--- config.mk ---
export PLATFORM = sky130hd
export DESIGN_NAME = pipe_top
export DESIGN_NICKNAME = d
export VERILOG_FILES = /design/src/pipe_cfg_pkg.sv /design/src/pipe_ctrl_pkg.sv /design/src/pc_gen.sv /design/src/pipe_top.sv /design/src/pipeline_control.sv /design/src/retire_unit.sv /design/src/stage_reg.sv
export SDC_FILE = /design/constraint.sdc
export NUM_CORES = 1
export LEC_CHECK = 0
export ABC_AREA = 0
export BUFFER_PORTS_ARGS = -buffer_cell sky130_fd_sc_hd__buf_2
export CORE_MARGIN = 5
export CORE_UTILIZATION = 25
export CTS_BUF_LIST = sky130_fd_sc_hd__clkbuf_4
export CTS_CLUSTER_DIAMETER = 30
export DETAILED_ROUTE_END_ITERATION = 7
export GPL_ROUTABILITY_DRIVEN = 0
export GPL_TIMING_DRIVEN = 0
export PLACE_DENSITY = 0.38
export REMOVE_ABC_BUFFERS = 1
export SKIP_CTS_REPAIR_TIMING = 1
export SYNTH_ARGS = -nofsm -noshare
export SYNTH_HDL_FRONTEND = slang
export SYNTH_SLANG_ARGS = --single-unit
--- constraint.sdc ---
create_clock -name clk -period 12.2 [get_ports clk]
set_clock_uncertainty 0.2 [all_clocks]
set_input_delay 3.05 -clock clk [delete_from_list [all_inputs] [get_ports clk]]
set_output_delay 3.05 -clock clk [all_outputs]
set_load 0.01 [all_outputs]
--- src/pipe_cfg_pkg.sv ---
package pipe_cfg_pkg;

  // number of pipeline registers between fetch and retire
  // IF/ID, ID/EX, EX/MEM, MEM/WB
  localparam int NUM_REGS = 4;

  // first fetch address out of reset
  localparam logic [31:0] RESET_PC = 32'h0000_0000;

  // byte increment between sequential fetches
  localparam int unsigned INSTR_STEP = 4;

endpackage

--- src/pipe_ctrl_pkg.sv ---
package pipe_ctrl_pkg;

  // winning hazard cause, ordered as in the priority table
  typedef enum logic [3:0] {
    HZ_NONE       = 4'd0,
    HZ_MEM_WAIT   = 4'd1,
    HZ_IF_WAIT    = 4'd2,
    HZ_TRAP_FLUSH = 4'd3,
    HZ_TRAP_STALL = 4'd4,
    HZ_JUMP       = 4'd5,
    HZ_MULDIV     = 4'd6,
    HZ_LOAD_USE   = 4'd7,
    HZ_FETCH_IDLE = 4'd8
  } hazard_e;

  // next pc source
  typedef enum logic [1:0] {
    PC_SEQ  = 2'd0,
    PC_HOLD = 2'd1,
    PC_JUMP = 2'd2,
    PC_TRAP = 2'd3
  } pc_sel_e;

  localparam int STALL_W = 5; // bits 3..0 stage regs, bit 4 retire
  localparam int FLUSH_W = 4;

  // per-cause vectors, bit k belongs to stage register k
  localparam logic [STALL_W-1:0] STALL_NONE       = 5'b00000;
  localparam logic [FLUSH_W-1:0] FLUSH_NONE       = 4'b0000;
  localparam logic [STALL_W-1:0] STALL_MEM_WAIT   = 5'b00111;
  localparam logic [FLUSH_W-1:0] FLUSH_MEM_WAIT   = 4'b1000; // bubble into MEM/WB
  localparam logic [STALL_W-1:0] STALL_IF_WAIT    = 5'b00001;
  localparam logic [FLUSH_W-1:0] FLUSH_IF_WAIT    = 4'b0010;
  localparam logic [STALL_W-1:0] STALL_TRAP_FLUSH = 5'b00000;
  localparam logic [FLUSH_W-1:0] FLUSH_TRAP_FLUSH = 4'b1111;
  localparam logic [STALL_W-1:0] STALL_TRAP_STALL = 5'b11111; // freeze everything
  localparam logic [FLUSH_W-1:0] FLUSH_TRAP_STALL = 4'b0000;
  localparam logic [STALL_W-1:0] STALL_JUMP       = 5'b00000;
  localparam logic [FLUSH_W-1:0] FLUSH_JUMP       = 4'b0011; // kill wrong-path fetches
  localparam logic [STALL_W-1:0] STALL_MULDIV     = 5'b00011;
  localparam logic [FLUSH_W-1:0] FLUSH_MULDIV     = 4'b0100;
  localparam logic [STALL_W-1:0] STALL_LOAD_USE   = 5'b00001;
  localparam logic [FLUSH_W-1:0] FLUSH_LOAD_USE   = 4'b0010;
  localparam logic [STALL_W-1:0] STALL_FETCH_IDLE = 5'b00001;
  localparam logic [FLUSH_W-1:0] FLUSH_FETCH_IDLE = 4'b0010;
  localparam logic [FLUSH_W-1:0] FLUSH_ALL        = 4'b1111; // used during reset

endpackage

--- src/pc_gen.sv ---
`timescale 1ns/1ps

module pc_gen #(
  parameter int XLEN = 32
) (
  input  logic                   clk,
  input  logic                   rst,
  input  pipe_ctrl_pkg::pc_sel_e pc_sel_i,
  input  logic [XLEN-1:0]        jump_target_i,
  input  logic [XLEN-1:0]        trap_vec_i,
  output logic [XLEN-1:0]        pc_o,
  output logic                   fetch_valid_o
);

  import pipe_cfg_pkg::*;
  import pipe_ctrl_pkg::*;

  logic [XLEN-1:0] pc_next;

  // only a sequential step issues a new fetch
  assign fetch_valid_o = (pc_sel_i == PC_SEQ);

  always_comb begin
    case (pc_sel_i)
      PC_SEQ:  pc_next = pc_o + XLEN'(INSTR_STEP);
      PC_JUMP: pc_next = jump_target_i; // resolved in EX
      PC_TRAP: pc_next = trap_vec_i;
      default: pc_next = pc_o;          // hold
    endcase
  end

  always_ff @(posedge clk) begin
    if (rst) begin
      pc_o <= XLEN'(RESET_PC);
    end else begin
      pc_o <= pc_next;
    end
  end

  // jump and trap targets come from outside the core
  a_pc_aligned: assert property (
    @(posedge clk) disable iff (rst)
    pc_o[1:0] == 2'b00
  ) else $error("pc_gen: misaligned pc %h", pc_o);

endmodule

--- src/pipe_top.sv ---
`timescale 1ns/1ps

module pipe_top #(
  parameter int XLEN = 32
) (
  input  logic            clk,
  input  logic            rst,
  // hazard requests from the decode/execute/memory stand-ins
  input  logic            if_rdata_valid_i,
  input  logic            ram_stall_valid_if_i,
  input  logic            ram_stall_valid_mem_i,
  input  logic            load_use_valid_id_i,
  input  logic            jump_valid_ex_i,
  input  logic            alu_mul_div_valid_ex_i,
  input  logic            trap_stall_valid_wb_i,
  input  logic            trap_flush_valid_wb_i,
  input  logic [XLEN-1:0] if_rdata_i,    // fetched instruction for pc_o
  input  logic [XLEN-1:0] jump_target_i,
  input  logic [XLEN-1:0] trap_vec_i,
  output logic [XLEN-1:0] pc_o,
  output logic            retire_valid_o,
  output logic [XLEN-1:0] retire_pc_o,
  output logic [XLEN-1:0] retire_instr_o,
  output logic [31:0]     retired_count_o
);

  import pipe_cfg_pkg::*;
  import pipe_ctrl_pkg::*;

  logic [STALL_W-1:0] stall;
  logic [FLUSH_W-1:0] flush;
  pc_sel_e            pc_sel;
  logic               fetch_valid;

  // slot 0 is the fetch, slot k+1 the output of register k
  logic               chain_valid [NUM_REGS+1];
  logic [XLEN-1:0]    chain_pc    [NUM_REGS+1];
  logic [XLEN-1:0]    chain_instr [NUM_REGS+1];

  assign chain_valid[0] = fetch_valid;
  assign chain_pc[0]    = pc_o;
  assign chain_instr[0] = if_rdata_i;

  pc_gen #(.XLEN(XLEN)) u_pc_gen (
    .clk           (clk),
    .rst           (rst),
    .pc_sel_i      (pc_sel),
    .jump_target_i (jump_target_i),
    .trap_vec_i    (trap_vec_i),
    .pc_o          (pc_o),
    .fetch_valid_o (fetch_valid)
  );

  pipeline_control u_ctrl (
    .clk                    (clk),
    .rst                    (rst),
    .if_rdata_valid_i       (if_rdata_valid_i),
    .ram_stall_valid_if_i   (ram_stall_valid_if_i),
    .ram_stall_valid_mem_i  (ram_stall_valid_mem_i),
    .load_use_valid_id_i    (load_use_valid_id_i),
    .jump_valid_ex_i        (jump_valid_ex_i),
    .alu_mul_div_valid_ex_i (alu_mul_div_valid_ex_i),
    .trap_stall_valid_wb_i  (trap_stall_valid_wb_i),
    .trap_flush_valid_wb_i  (trap_flush_valid_wb_i),
    .stall_o                (stall),
    .flush_o                (flush),
    .pc_sel_o               (pc_sel)
  );

  // IF/ID, ID/EX, EX/MEM, MEM/WB
  for (genvar k = 0; k < NUM_REGS; k++) begin : g_stage
    stage_reg #(.XLEN(XLEN)) u_stage_reg (
      .clk     (clk),
      .rst     (rst),
      .stall_i (stall[k]),
      .flush_i (flush[k]),
      .valid_i (chain_valid[k]),
      .pc_i    (chain_pc[k]),
      .instr_i (chain_instr[k]),
      .valid_o (chain_valid[k+1]),
      .pc_o    (chain_pc[k+1]),
      .instr_o (chain_instr[k+1])
    );
  end

  retire_unit #(.XLEN(XLEN)) u_retire (
    .clk             (clk),
    .rst             (rst),
    .stall_i         (stall[NUM_REGS]), // top stall bit
    .valid_i         (chain_valid[NUM_REGS]),
    .pc_i            (chain_pc[NUM_REGS]),
    .instr_i         (chain_instr[NUM_REGS]),
    .retire_valid_o  (retire_valid_o),
    .retire_pc_o     (retire_pc_o),
    .retire_instr_o  (retire_instr_o),
    .retired_count_o (retired_count_o)
  );

endmodule

--- src/pipeline_control.sv ---
`timescale 1ns/1ps

module pipeline_control (
  input  logic                              clk, // assertions only
  input  logic                              rst,
  input  logic                              if_rdata_valid_i,       // fetch data present
  input  logic                              ram_stall_valid_if_i,   // fetch port busy
  input  logic                              ram_stall_valid_mem_i,  // data port busy
  input  logic                              load_use_valid_id_i,    // from ID
  input  logic                              jump_valid_ex_i,        // taken branch/jump in EX
  input  logic                              alu_mul_div_valid_ex_i, // multicycle op in EX
  input  logic                              trap_stall_valid_wb_i,  // CSR access
  input  logic                              trap_flush_valid_wb_i,  // exception/interrupt
  output logic [pipe_ctrl_pkg::STALL_W-1:0] stall_o,
  output logic [pipe_ctrl_pkg::FLUSH_W-1:0] flush_o,
  output pipe_ctrl_pkg::pc_sel_e            pc_sel_o
);

  import pipe_ctrl_pkg::*;

  hazard_e cause;

  // later stages win
  always_comb begin
    if (ram_stall_valid_mem_i) begin
      cause = HZ_MEM_WAIT;
    end else if (ram_stall_valid_if_i) begin
      cause = HZ_IF_WAIT;
    end else if (trap_flush_valid_wb_i) begin
      cause = HZ_TRAP_FLUSH;
    end else if (trap_stall_valid_wb_i) begin
      cause = HZ_TRAP_STALL;
    end else if (jump_valid_ex_i) begin
      cause = HZ_JUMP;
    end else if (alu_mul_div_valid_ex_i) begin
      cause = HZ_MULDIV;
    end else if (load_use_valid_id_i) begin
      cause = HZ_LOAD_USE;
    end else if (!if_rdata_valid_i) begin
      cause = HZ_FETCH_IDLE;
    end else begin
      cause = HZ_NONE;
    end
  end

  // cause to vectors
  always_comb begin
    stall_o  = STALL_NONE;
    flush_o  = FLUSH_NONE;
    pc_sel_o = PC_SEQ;
    if (rst) begin
      flush_o  = FLUSH_ALL; // everything empty, pc parked
      pc_sel_o = PC_HOLD;
    end else begin
      case (cause)
        HZ_MEM_WAIT: begin
          stall_o  = STALL_MEM_WAIT;
          flush_o  = FLUSH_MEM_WAIT;
          pc_sel_o = PC_HOLD;
        end
        HZ_IF_WAIT: begin
          stall_o  = STALL_IF_WAIT;
          flush_o  = FLUSH_IF_WAIT;
          pc_sel_o = PC_HOLD;
        end
        HZ_TRAP_FLUSH: begin
          stall_o  = STALL_TRAP_FLUSH;
          flush_o  = FLUSH_TRAP_FLUSH;
          pc_sel_o = PC_TRAP;
        end
        HZ_TRAP_STALL: begin
          stall_o  = STALL_TRAP_STALL;
          flush_o  = FLUSH_TRAP_STALL;
          pc_sel_o = PC_HOLD;
        end
        HZ_JUMP: begin
          stall_o  = STALL_JUMP;
          flush_o  = FLUSH_JUMP;
          pc_sel_o = PC_JUMP;
        end
        HZ_MULDIV: begin
          stall_o  = STALL_MULDIV;
          flush_o  = FLUSH_MULDIV;
          pc_sel_o = PC_HOLD;
        end
        HZ_LOAD_USE: begin
          stall_o  = STALL_LOAD_USE;
          flush_o  = FLUSH_LOAD_USE;
          pc_sel_o = PC_HOLD;
        end
        HZ_FETCH_IDLE: begin
          stall_o  = STALL_FETCH_IDLE;
          flush_o  = FLUSH_FETCH_IDLE;
          pc_sel_o = PC_HOLD;
        end
        default: ; // HZ_NONE keeps the defaults
      endcase
    end
  end

  // flush wins in the stage registers, so overlap would hide a stall
  a_no_stall_and_flush: assert property (
    @(posedge clk) disable iff (rst)
    (stall_o[FLUSH_W-1:0] & flush_o) == '0
  ) else $error("pipeline_control: stall %b overlaps flush %b", stall_o, flush_o);

  // only the two port waits outrank a trap
  a_trap_redirect: assert property (
    @(posedge clk) disable iff (rst)
    (trap_flush_valid_wb_i && !ram_stall_valid_mem_i && !ram_stall_valid_if_i)
      |-> (pc_sel_o == PC_TRAP)
  ) else $error("pipeline_control: trap flush without trap redirect");

endmodule

--- src/retire_unit.sv ---
`timescale 1ns/1ps

module retire_unit #(
  parameter int XLEN = 32
) (
  input  logic            clk,
  input  logic            rst,
  input  logic            stall_i,
  input  logic            valid_i,
  input  logic [XLEN-1:0] pc_i,
  input  logic [XLEN-1:0] instr_i,
  output logic            retire_valid_o,
  output logic [XLEN-1:0] retire_pc_o,
  output logic [XLEN-1:0] retire_instr_o,
  output logic [31:0]     retired_count_o
);

  logic ret_valid_q; // pending retirement from MEM/WB

  always_ff @(posedge clk) begin
    if (rst) begin
      ret_valid_q <= 1'b0;
    end else if (!stall_i) begin
      ret_valid_q <= valid_i;
    end
  end

  always_ff @(posedge clk) begin
    if (!stall_i) begin
      retire_pc_o    <= pc_i;
      retire_instr_o <= instr_i;
    end
  end

  // held back while frozen, released once the stall drops
  assign retire_valid_o = ret_valid_q && !stall_i;

  always_ff @(posedge clk) begin
    if (rst) begin
      retired_count_o <= '0;
    end else if (retire_valid_o) begin
      retired_count_o <= retired_count_o + 32'd1;
    end
  end

endmodule

--- src/stage_reg.sv ---
`timescale 1ns/1ps

module stage_reg #(
  parameter int XLEN = 32
) (
  input  logic            clk,
  input  logic            rst,
  input  logic            stall_i,
  input  logic            flush_i,
  input  logic            valid_i,
  input  logic [XLEN-1:0] pc_i,
  input  logic [XLEN-1:0] instr_i,
  output logic            valid_o,
  output logic [XLEN-1:0] pc_o,
  output logic [XLEN-1:0] instr_o
);

  // valid carries the control state
  always_ff @(posedge clk) begin
    if (rst) begin
      valid_o <= 1'b0;
    end else if (flush_i) begin
      valid_o <= 1'b0;     // bubble
    end else if (!stall_i) begin
      valid_o <= valid_i;
    end
  end

  // payload only moves when the slot moves
  always_ff @(posedge clk) begin
    if (!stall_i && !flush_i) begin
      pc_o    <= pc_i;
      instr_o <= instr_i;
    end
  end

  a_flush_bubble: assert property (
    @(posedge clk) disable iff (rst)
    flush_i |=> !valid_o
  ) else $error("stage_reg: flushed stage still valid");

endmodule
After elaboration in Yosys (flattened, before gate mapping)
Cells that the tools add are included.
{ "totals": {"wordCells": 66, "regBits": 389} }
{ "op_classes": {"n_addsub": 2, "n_reduce_logical": 22, "mux": 15, "eq_ne": 10} }
{ "ops": {"columns": ["cell", "n"], "rows": [
  ["case mux 32 bit (3 select lines)", 1],
  ["two-way mux 4 bit", 9],
  ["adder 32 x 1 -> 32 bit, second input constant", 1],
  ["adder 32 x 3 -> 32 bit, second input constant", 1],
  ["case mux 4 bit (5 select lines)", 1],
  ["case mux 5 bit (4 select lines)", 1],
  ["== test 4 x 3 -> 1 bit, second input constant", 4],
  ["logical NOT 1 bit", 9],
  ["== test 4 x 2 -> 1 bit, second input constant", 2],
  ["OR reduction 2 bit", 4],
  ["case mux 2 bit (3 select lines)", 1],
  ["OR reduction 6 bit", 1],
  ["logical AND 1 bit", 5],
  ["two-way mux 5 bit", 1],
  ["== test 2 bit, second input constant", 2],
  ["== test 4 x 1 -> 1 bit, second input constant", 1],
  ["== test 4 bit, second input constant", 1],
  ["nonzero test 3 bit", 1],
  ["OR reduction 3 bit", 1],
  ["logical NOT 2 bit", 1],
  ["two-way mux 2 bit", 1]
]} }

Depth between registers and ports, before layout
Gate-level depths: netlist of the first run.
{ "logic_depth": {"ltp_word": 14, "depth_mapped": 9, "ltp_nobuf": 7} }

By module
From an unflattened synthesis of the first run, not the netlist that was laid out.
{ "hier_totals": {"cells_unflattened": 834, "hier_area_um2": 13750.7} }
{ "by_module_without_submodules": {"columns": ["mod", "cells_per_inst", "area_per_inst_um2", "instances"], "rows": [
  ["stage_reg", 68, 1965.6, 4],
  ["retire_unit", 243, 3455.8, 1],
  ["pc_gen", 282, 2209.6, 1],
  ["pipeline_control", 37, 222.7, 1]
]} }

Worst setup path before layout of the first run
No wires, ideal clock.
{ "synth_path": {"path_type": "in2reg", "startpoint": "input trap_flush_valid_wb_i", "endpoint": "register g_stage[2].u_stage_reg.instr_o[0] (enable)", "t_required_ns": 11.435, "cell_stages": 4, "arrival_time_ns": 7.876, "path_slack_ns": 3.559, "setup_ns": 0.565, "cell_sequence": "buf_2 > nor2_1 > a21oi_1 > nor3_1"} }
{ "synth_via": {"elab_chain_cells": 9, "elab_cells_between_ends": 19, "cone_classes": "eq/ne (8); mux (7); reduce/logical (4)"} }
{ "synth_lines": {"columns": ["item", "line", "source"], "rows": [
  ["from (decl)", "pipe_top.sv:16", "input logic trap_flush_valid_wb_i,"],
  ["two-way mux 4 bit (*)", "pipeline_control.sv:29", "end else if (trap_flush_valid_wb_i) begin"],
  ["two-way mux 4 bit (*)", "pipeline_control.sv:27", "end else if (ram_stall_valid_if_i) begin"],
  ["two-way mux 4 bit (*)", "pipeline_control.sv:25", "if (ram_stall_valid_mem_i) begin"],
  ["== test 4 x 2 -> 1 bit (tied with other cells)", "pipeline_control.sv:55", "case (cause)"],
  ["OR reduction 3 bit (no line)", null, null],
  ["case mux 4 bit (5 select lines) / case mux 5 bit (4 select lines) (equally long branches)", "pipeline_control.sv:55", null],
  ["two-way mux 4 bit / two-way mux 5 bit (equally long branches)", "pipeline_control.sv:51", "if (rst) begin"],
  ["logical NOT 1 bit", "stage_reg.sv:31", "if (!stall_i && !flush_i) begin"],
  ["logical AND 1 bit (*)", "stage_reg.sv:31", null],
  ["to (signal assigned)", "stage_reg.sv:33", "instr_o <= instr_i;"],
  ["to (decl)", "stage_reg.sv:15", "output logic [XLEN-1:0] instr_o"]
]} }
Every way passes the cells marked *; elsewhere a longest branch is shown, timed or not.
A chain may end at the register's enable or synchronous reset.

Worst setup path after layout of the first run
{ "layout_path": {"startpoint": "input rst", "endpoint": "output retire_valid_o"} }
{ "layout_via": {"elab_chain_cells": 3} }
{ "layout_lines": {"columns": ["item", "line", "source"], "rows": [
  ["from (decl)", "pipe_top.sv:7", "input logic rst,"],
  ["two-way mux 5 bit", "pipeline_control.sv:51", null],
  ["logical NOT 1 bit", null, null],
  ["logical AND 1 bit", "retire_unit.sv:36", "assign retire_valid_o = ret_valid_q && !stall_i;"],
  ["to (decl)", "pipe_top.sv:21", "output logic retire_valid_o,"]
]} }
No other way between the ends.

==> out/metrics.cfg, run 1 <==
[run_status]
status = complete, no violations

[global_routing]
grt_antenna_before_repair = 26
grt_max_degree = 59
grt_pass1_wl_um = 53900
grt_pass1_vias = 8849
gr-total-overflow = 0
grt_usage = 0.120

[critical_path]
slowest_delay_ns = 0.52
critPathLaunchType = input pin
path_cells = buf_4 -> buf_16 -> nor3_4 -> a21oi_1 -> buf_2
crit_path_end_kind = output pin
crit_fanout = 49
crit_path_top_delay_cell = nor3_4
worstSetupPathType = input pin to output pin
crit_required_ns = 8.95
worst_ep_arrival_time_ns = 4.61

[clock_tree]
clockBufferDepth = 3
cts_made_buffers = 118
cts-htree-levels = 3
clk_latency_ns = 0.84
cts_tree = done
cts-root-buf = clkbuf_4
clkSlewWorstSetupHoldPaths_ns = 0.06
numClockSinks = 389

[synth]
synthCells = 871
netlist_top_cells_count = 320 x edfxtp_1, 69 x dfxtp_1, 62 x nor2_1, 56 x nand2_1, 40 x a21oi_1
yosysTopAreaCell = edfxtp_1
synthFlopType = edfxtp_1
synth_cell_types = 62
synthMostInstantiatedCell = edfxtp_1
netlist_area_um2 = 13900
synth_edf_count = 320
syn_area_per_cell_um2 = 16.0
synth_area_leaders = edfxtp_1 69%, dfxtp_1 9.9%, buf_4 1.9%, nor2_1 1.7%, nand2_1 1.5%
yosysSeqAreaShare = 0.790
yosysWarnings = 0
synth_async_sr_flop_share = 0
synth_seq_cells = 389
synth_top_area_frac = 0.691

[route]
first_iter_violations = 332
num_vias = 8499
final_antenna_net_count = 0
wl_per_cell_um = 17.6
route.detailed.drc = 0
via_per_inst = 4.15
routed_wirelength_um = 36100
firstDrtPassIters = 4

[cells_and_area]
fillCellCount = 5593
layout-area-overhead-vs-synth_pct = 26.0
drive_above_1_share = 0.362
fin_nets = 1295

[pwr]
power.density_nw_per_um2 = 157
p_leak_nw = 6.41
peakVddDrop_uv = 60.4

[floorplan]
pin_count = 235
row_count = 86
die_w_um = 246
dieArea_um2 = 60400
core-area_um2 = 55100
dieHeight_um = 246
start_util = 0.252

[placement]
io_buffers = 234
dp_hpwl_um = 25000
place_ws_ns = 4.32

[sta]
tightestPinTransition_ns = 0.977
holdWs_ns = 0.176
period_share = 0.644
fin_ws_ns = 4.34
fin_crit_ns = 7.86
finalHoldViolations = 0
setup_violations = 0
final.setup.tns_ns = 0
finalMaxSlewViolations = 0
rsz0062_at_grt = no
slew_headroom = 0.349
fmax_mhz = 127

[job]
drv_cap = 0

[hold_path]
min_path_type = flop to flop

-- sequential cells by signal (all words and copies together) (netlist names) --
signal                       cells
u_retire.retire_instr_o         32
g_stage.u_stage_reg.instr_o    128
g_stage.u_stage_reg.pc_o       128
u_retire.ret_valid_q             1
u_retire.retire_pc_o            32
g_stage.u_stage_reg.valid_o      4
u_retire.retired_count_o        32
u_pc_gen.pc_o                   32
-- worst max-delay path: cells and delay by family --
| kind | cells | cell delay [ns] |
|---|---|---|
| buf+inv | 3 | 0.68 |
| compound gates | 1 | 0.33 |
| simple gates | 1 | 0.52 |
-- layout make-up --
class                      count  area [um2]  share of cell area
antenna                       17        42.5             0.00243
tap                          748         936              0.0534
inverter                       9        33.8             0.00193
multi-input combinational    411        2530               0.145
timing repair buffer         258        1500              0.0858
clock buffer                 169        1270              0.0724
clock inverter                47         214              0.0122
sequential                   389       11000               0.627
-- through the flow --
stage               power (mW)  instance area, um2  instances   util
CTS                       2.83               17500       2031  0.317
detailed placement        1.58               16000       1815  0.290
global route              2.91               17500       2039  0.318
global placement          1.58               15600       1791  0.284
floorplan                 1.52               13500        809      -
finish                    2.75               17500       2048  0.318
-- power by group --
part	switching [mW]	total [mW]	internal, mW
Sequential	0.0132	1.46	1.45
Clock	0.567	1.21	0.640
Combinational	0.0518	0.0867	0.0349
-- final timing paths --
kind	end	slack [ns]	cells past startpoint	startpoint
setup reg to reg	u_pc_gen.pc_o[24]	9.42	7	u_pc_gen.pc_o[2]
hold reg to reg	g_stage[1].u_stage_reg.pc_o[2]	0.18	0	g_stage[0].u_stage_reg.pc_o[2]
setup / recovery	retire_valid_o	4.34	5	rst
hold / removal	g_stage[1].u_stage_reg.pc_o[2]	0.18	0	g_stage[0].u_stage_reg.pc_o[2]
-- placed cells by master (no fill, tap or decap), types with 20 or more instances in the layout --
master	Yosys	routed
o21ai_0	22	22
dfxtp_1	69	69
nor3_1	26	24
buf_2	10	233
clkbuf_4	0	169
nor2_1	62	62
nand3_1	29	29
xor2_1	20	20
a21oi_1	40	40
clkinv_1	0	33
nand2_1	56	55
edfxtp_1	320	320
-- cells by family after synthesis --
group	count (synthesis)	synth area share
DFF	389	0.790
and+or+nand+nor	246	0.0930
muxes	4	0.00288
AOI/OAI and AO/OA	121	0.0579
xor gates and xnor gates	38	0.0239
buffers and inverters	71	0.0301
adders and majority gates	2	0.00180
-- metal layers --
layer / wire length, um / GRT usage
met1: 14500 / 0.139
met2: 17000 / 0.191
met3: 3770 / 0.0550
met4: 788 / 0.0499
met5: 70 / 0
Power figures use the tool's default switching activity.
==> run 2, diff against run 1 <==
--- a/config.mk
+++ b/config.mk
@@ -14,7 +14,7 @@
 export DETAILED_ROUTE_END_ITERATION = 7
 export GPL_ROUTABILITY_DRIVEN = 0
 export GPL_TIMING_DRIVEN = 0
-export PLACE_DENSITY = 0.38
+export PLACE_DENSITY = 0.39
 export REMOVE_ABC_BUFFERS = 1
 export SKIP_CTS_REPAIR_TIMING = 1
 export SYNTH_ARGS = -nofsm -noshare
==> constraint.sdc (replaced) <==
create_clock -name clk -period 6.8 [get_ports clk]
set_clock_uncertainty 0.2 [all_clocks]
set_input_delay 1.7 -clock clk [delete_from_list [all_inputs] [get_ports clk]]
set_output_delay 1.7 -clock clk [all_outputs]
set_load 0.01 [all_outputs]
==> out/metrics.cfg, run 2 (synthesized netlist as in run 1, its figures left out) <==
[pwr]
power.density_nw_per_um2 = 285  ; +82%
clkPwrFrac = 0.446  ; +0.008
intPower_mw = 3.86  ; +82%
peakVddDrop_uv = 102  ; +70%
p_sw_frac = 0.230  ; about the same
p_switching_mw = 1.15  ; +82%
combPwrFrac = 0.032  ; about the same
p_leak_nw = 6.45  ; +0.65%
power_frac_seq = 0.522  ; -0.008

[cells_and_area]
fin_nets = 1297  ; +0.15%
final_common_cell = edfxtp_1
final_util = 0.319  ; +0.000931
final_cell_mix = 320 x edfxtp_1, 233 x buf_2, 171 x clkbuf_4
layout-area-overhead-vs-synth_pct = 26.4
drive_above_1_share = 0.364  ; +0.00198
top_regs = g_stage.u_stage_reg.instr_o x128, g_stage.u_stage_reg.pc_o x128

[critical_path]
r2r_end = u_pc_gen.pc_o[24]
crit_path_top_delay_cell = nor3_4
slowest_delay_ns = 0.52  ; about the same
rr_startpoint = u_pc_gen.pc_o[2]
crit_buf_inv = 3  ; unchanged
crit_fanout = 70  ; +43%
ff2ff_setup_slack_ns = 4.00  ; -5.42 ns
worstSetupPathType = input pin to output pin
path_cells = buf_4 -> buf_16 -> nor3_4 -> a21oi_1 -> buf_2
r2r_cells = 7  ; unchanged
crit_path_end_kind = output pin
crit_required_ns = 4.90  ; -4.05 ns
critPathTopFamily = buffers and inverters
worst_ep_arrival_time_ns = 3.16  ; -1.45 ns
critPathLaunchType = input pin

[hold_path]
holdPathEnd = g_stage[2].u_stage_reg.pc_o[10]
whs_path_depth = 0  ; unchanged
min_path_type = flop to flop
hp-start = g_stage[1].u_stage_reg.pc_o[10]

[floorplan]
row_count = 86  ; unchanged
die_w_um = 246  ; unchanged
core-area_um2 = 55100  ; unchanged
dieHeight_um = 246  ; unchanged
dieArea_um2 = 60400  ; unchanged
start_util = 0.252  ; unchanged
pin_count = 235  ; unchanged

[route]
firstDrtPassIters = 5  ; +1
num_vias = 8440  ; -0.69%
final_antenna_net_count = 0  ; unchanged
route.detailed.drc = 0  ; unchanged
first_iter_violations = 390  ; +17%
routed_wirelength_um = 35400  ; -1.9%
wl_per_cell_um = 17.3  ; -1.7%
via_per_inst = 4.13  ; -0.50%

[global_routing]
grt_pass1_vias = 8679  ; -1.9%
grt_pass1_wl_um = 52900  ; -1.8%
grt_antenna_before_repair = 7  ; -73%
grt_usage = 0.116  ; -0.00381
gr-total-overflow = 0  ; unchanged
grt_max_degree = 71  ; +20%

[sta]
finalHoldViolations = 0  ; unchanged
fmax_mhz = 198
rsz0062_at_grt = no
finalMaxSlewViolations = 0  ; unchanged
setup_violations = 0  ; unchanged
period_share = 0.745
slew_headroom = 0.310  ; -0.0394
fin_crit_ns = 5.06
tightestPinTransition_ns = 1.04  ; +0.0591 ns
holdWs_ns = 0.187  ; +0.0111 ns

[run_status]
status = complete, no violations

[clock_tree]
clockBufferDepth = 3  ; unchanged
numClockSinks = 389  ; unchanged
clk_latency_ns = 0.82  ; -0.02 ns
cts_tree = done
cts-root-buf = clkbuf_4
cts_made_buffers = 119  ; +0.85%
cts-htree-levels = 3  ; unchanged
clkSlewWorstSetupHoldPaths_ns = 0.06  ; about the same

[job]
drv_cap = 0  ; unchanged

[placement]
dp_hpwl_um = 24000  ; -4.2%
io_buffers = 234  ; unchanged

[run 2: worst reg2reg max path, stage by stage, from the launching register on]
cell	delay [ns]
dfxtp_1	0.51
ha_1	0.24
and3_1	0.36
and2_1	0.42
nor4b_4	0.40
nand3_1	0.14
xor2_1	0.20
a211oi_1	0.25
[run 2: power by group through the flow]
| stage | logic (mW) | clock network [mW] | registers [mW] |
|---|---|---|---|
| after floorplan | 0.0447 | 0 | 2.68 |
| after global placement | 0.147 | 0 | 2.68 |
| after detailed placement | 0.163 | 0 | 2.67 |
| after CTS | 0.163 | 2.37 | 2.62 |
| after global routing | 0.173 | 2.51 | 2.62 |
| final | 0.159 | 2.24 | 2.62 |
[run 2: worst max-delay path by stage]
stage	from	to	slack, ns	cells after the start
6_report	rst	retire_valid_o	1.74	5
5_1_grt	rst	retire_valid_o	1.66	5
4_1_cts	rst	retire_valid_o	1.76	5
3_5_place_dp	rst	retire_valid_o	1.75	5
3_3_place_gp	rst	g_stage[3].u_stage_reg.instr_o[12]	-5.24	2
2_1_floorplan	trap_stall_valid_wb_i	g_stage[2].u_stage_reg.instr_o[0]	-0.34	3
[run 2: per-layer routing]
metal / global-route usage / vias up / part of all wire / routed length (um)
li1: - / 4024 / - / -
met1: 0.141 / 4061 / 0.42 / 14900
met2: 0.184 / 281 / 0.48 / 16900
met3: 0.0435 / 72 / 0.074 / 2620
met4: 0.0499 / 2 / 0.028 / 989
met5: 0 / - / 0.00034 / 12
[run 2: cell type report]
cell class,count,area [um2]
Timing Repair Buffer,259,1520
Inverter,9,33.8
Tap cell,748,936
Multi-Input combinational cell,411,2530
Clock inverter,48,258
Clock buffer,171,1280
Antenna cell,9,22.5
Sequential cell,389,11000
Fill cell,5617,37500
[run 2: stage by stage]
step | TNS, ns | setup WS, ns | instance area (um2) | total power [mW] | instances
3_5_place_dp | 0 | 1.75 | 16000 | 2.83 | 1815
3_3_place_gp | -660.49 | -5.24 | 15600 | 2.83 | 1791
6_report | 0 | 1.74 | 17600 | 5.02 | 2044
4_1_cts | 0 | 1.76 | 17500 | 5.16 | 2034
5_1_grt | 0 | 1.66 | 17600 | 5.31 | 2042
2_1_floorplan | -40.93 | -0.339 | 13500 | 2.72 | 809
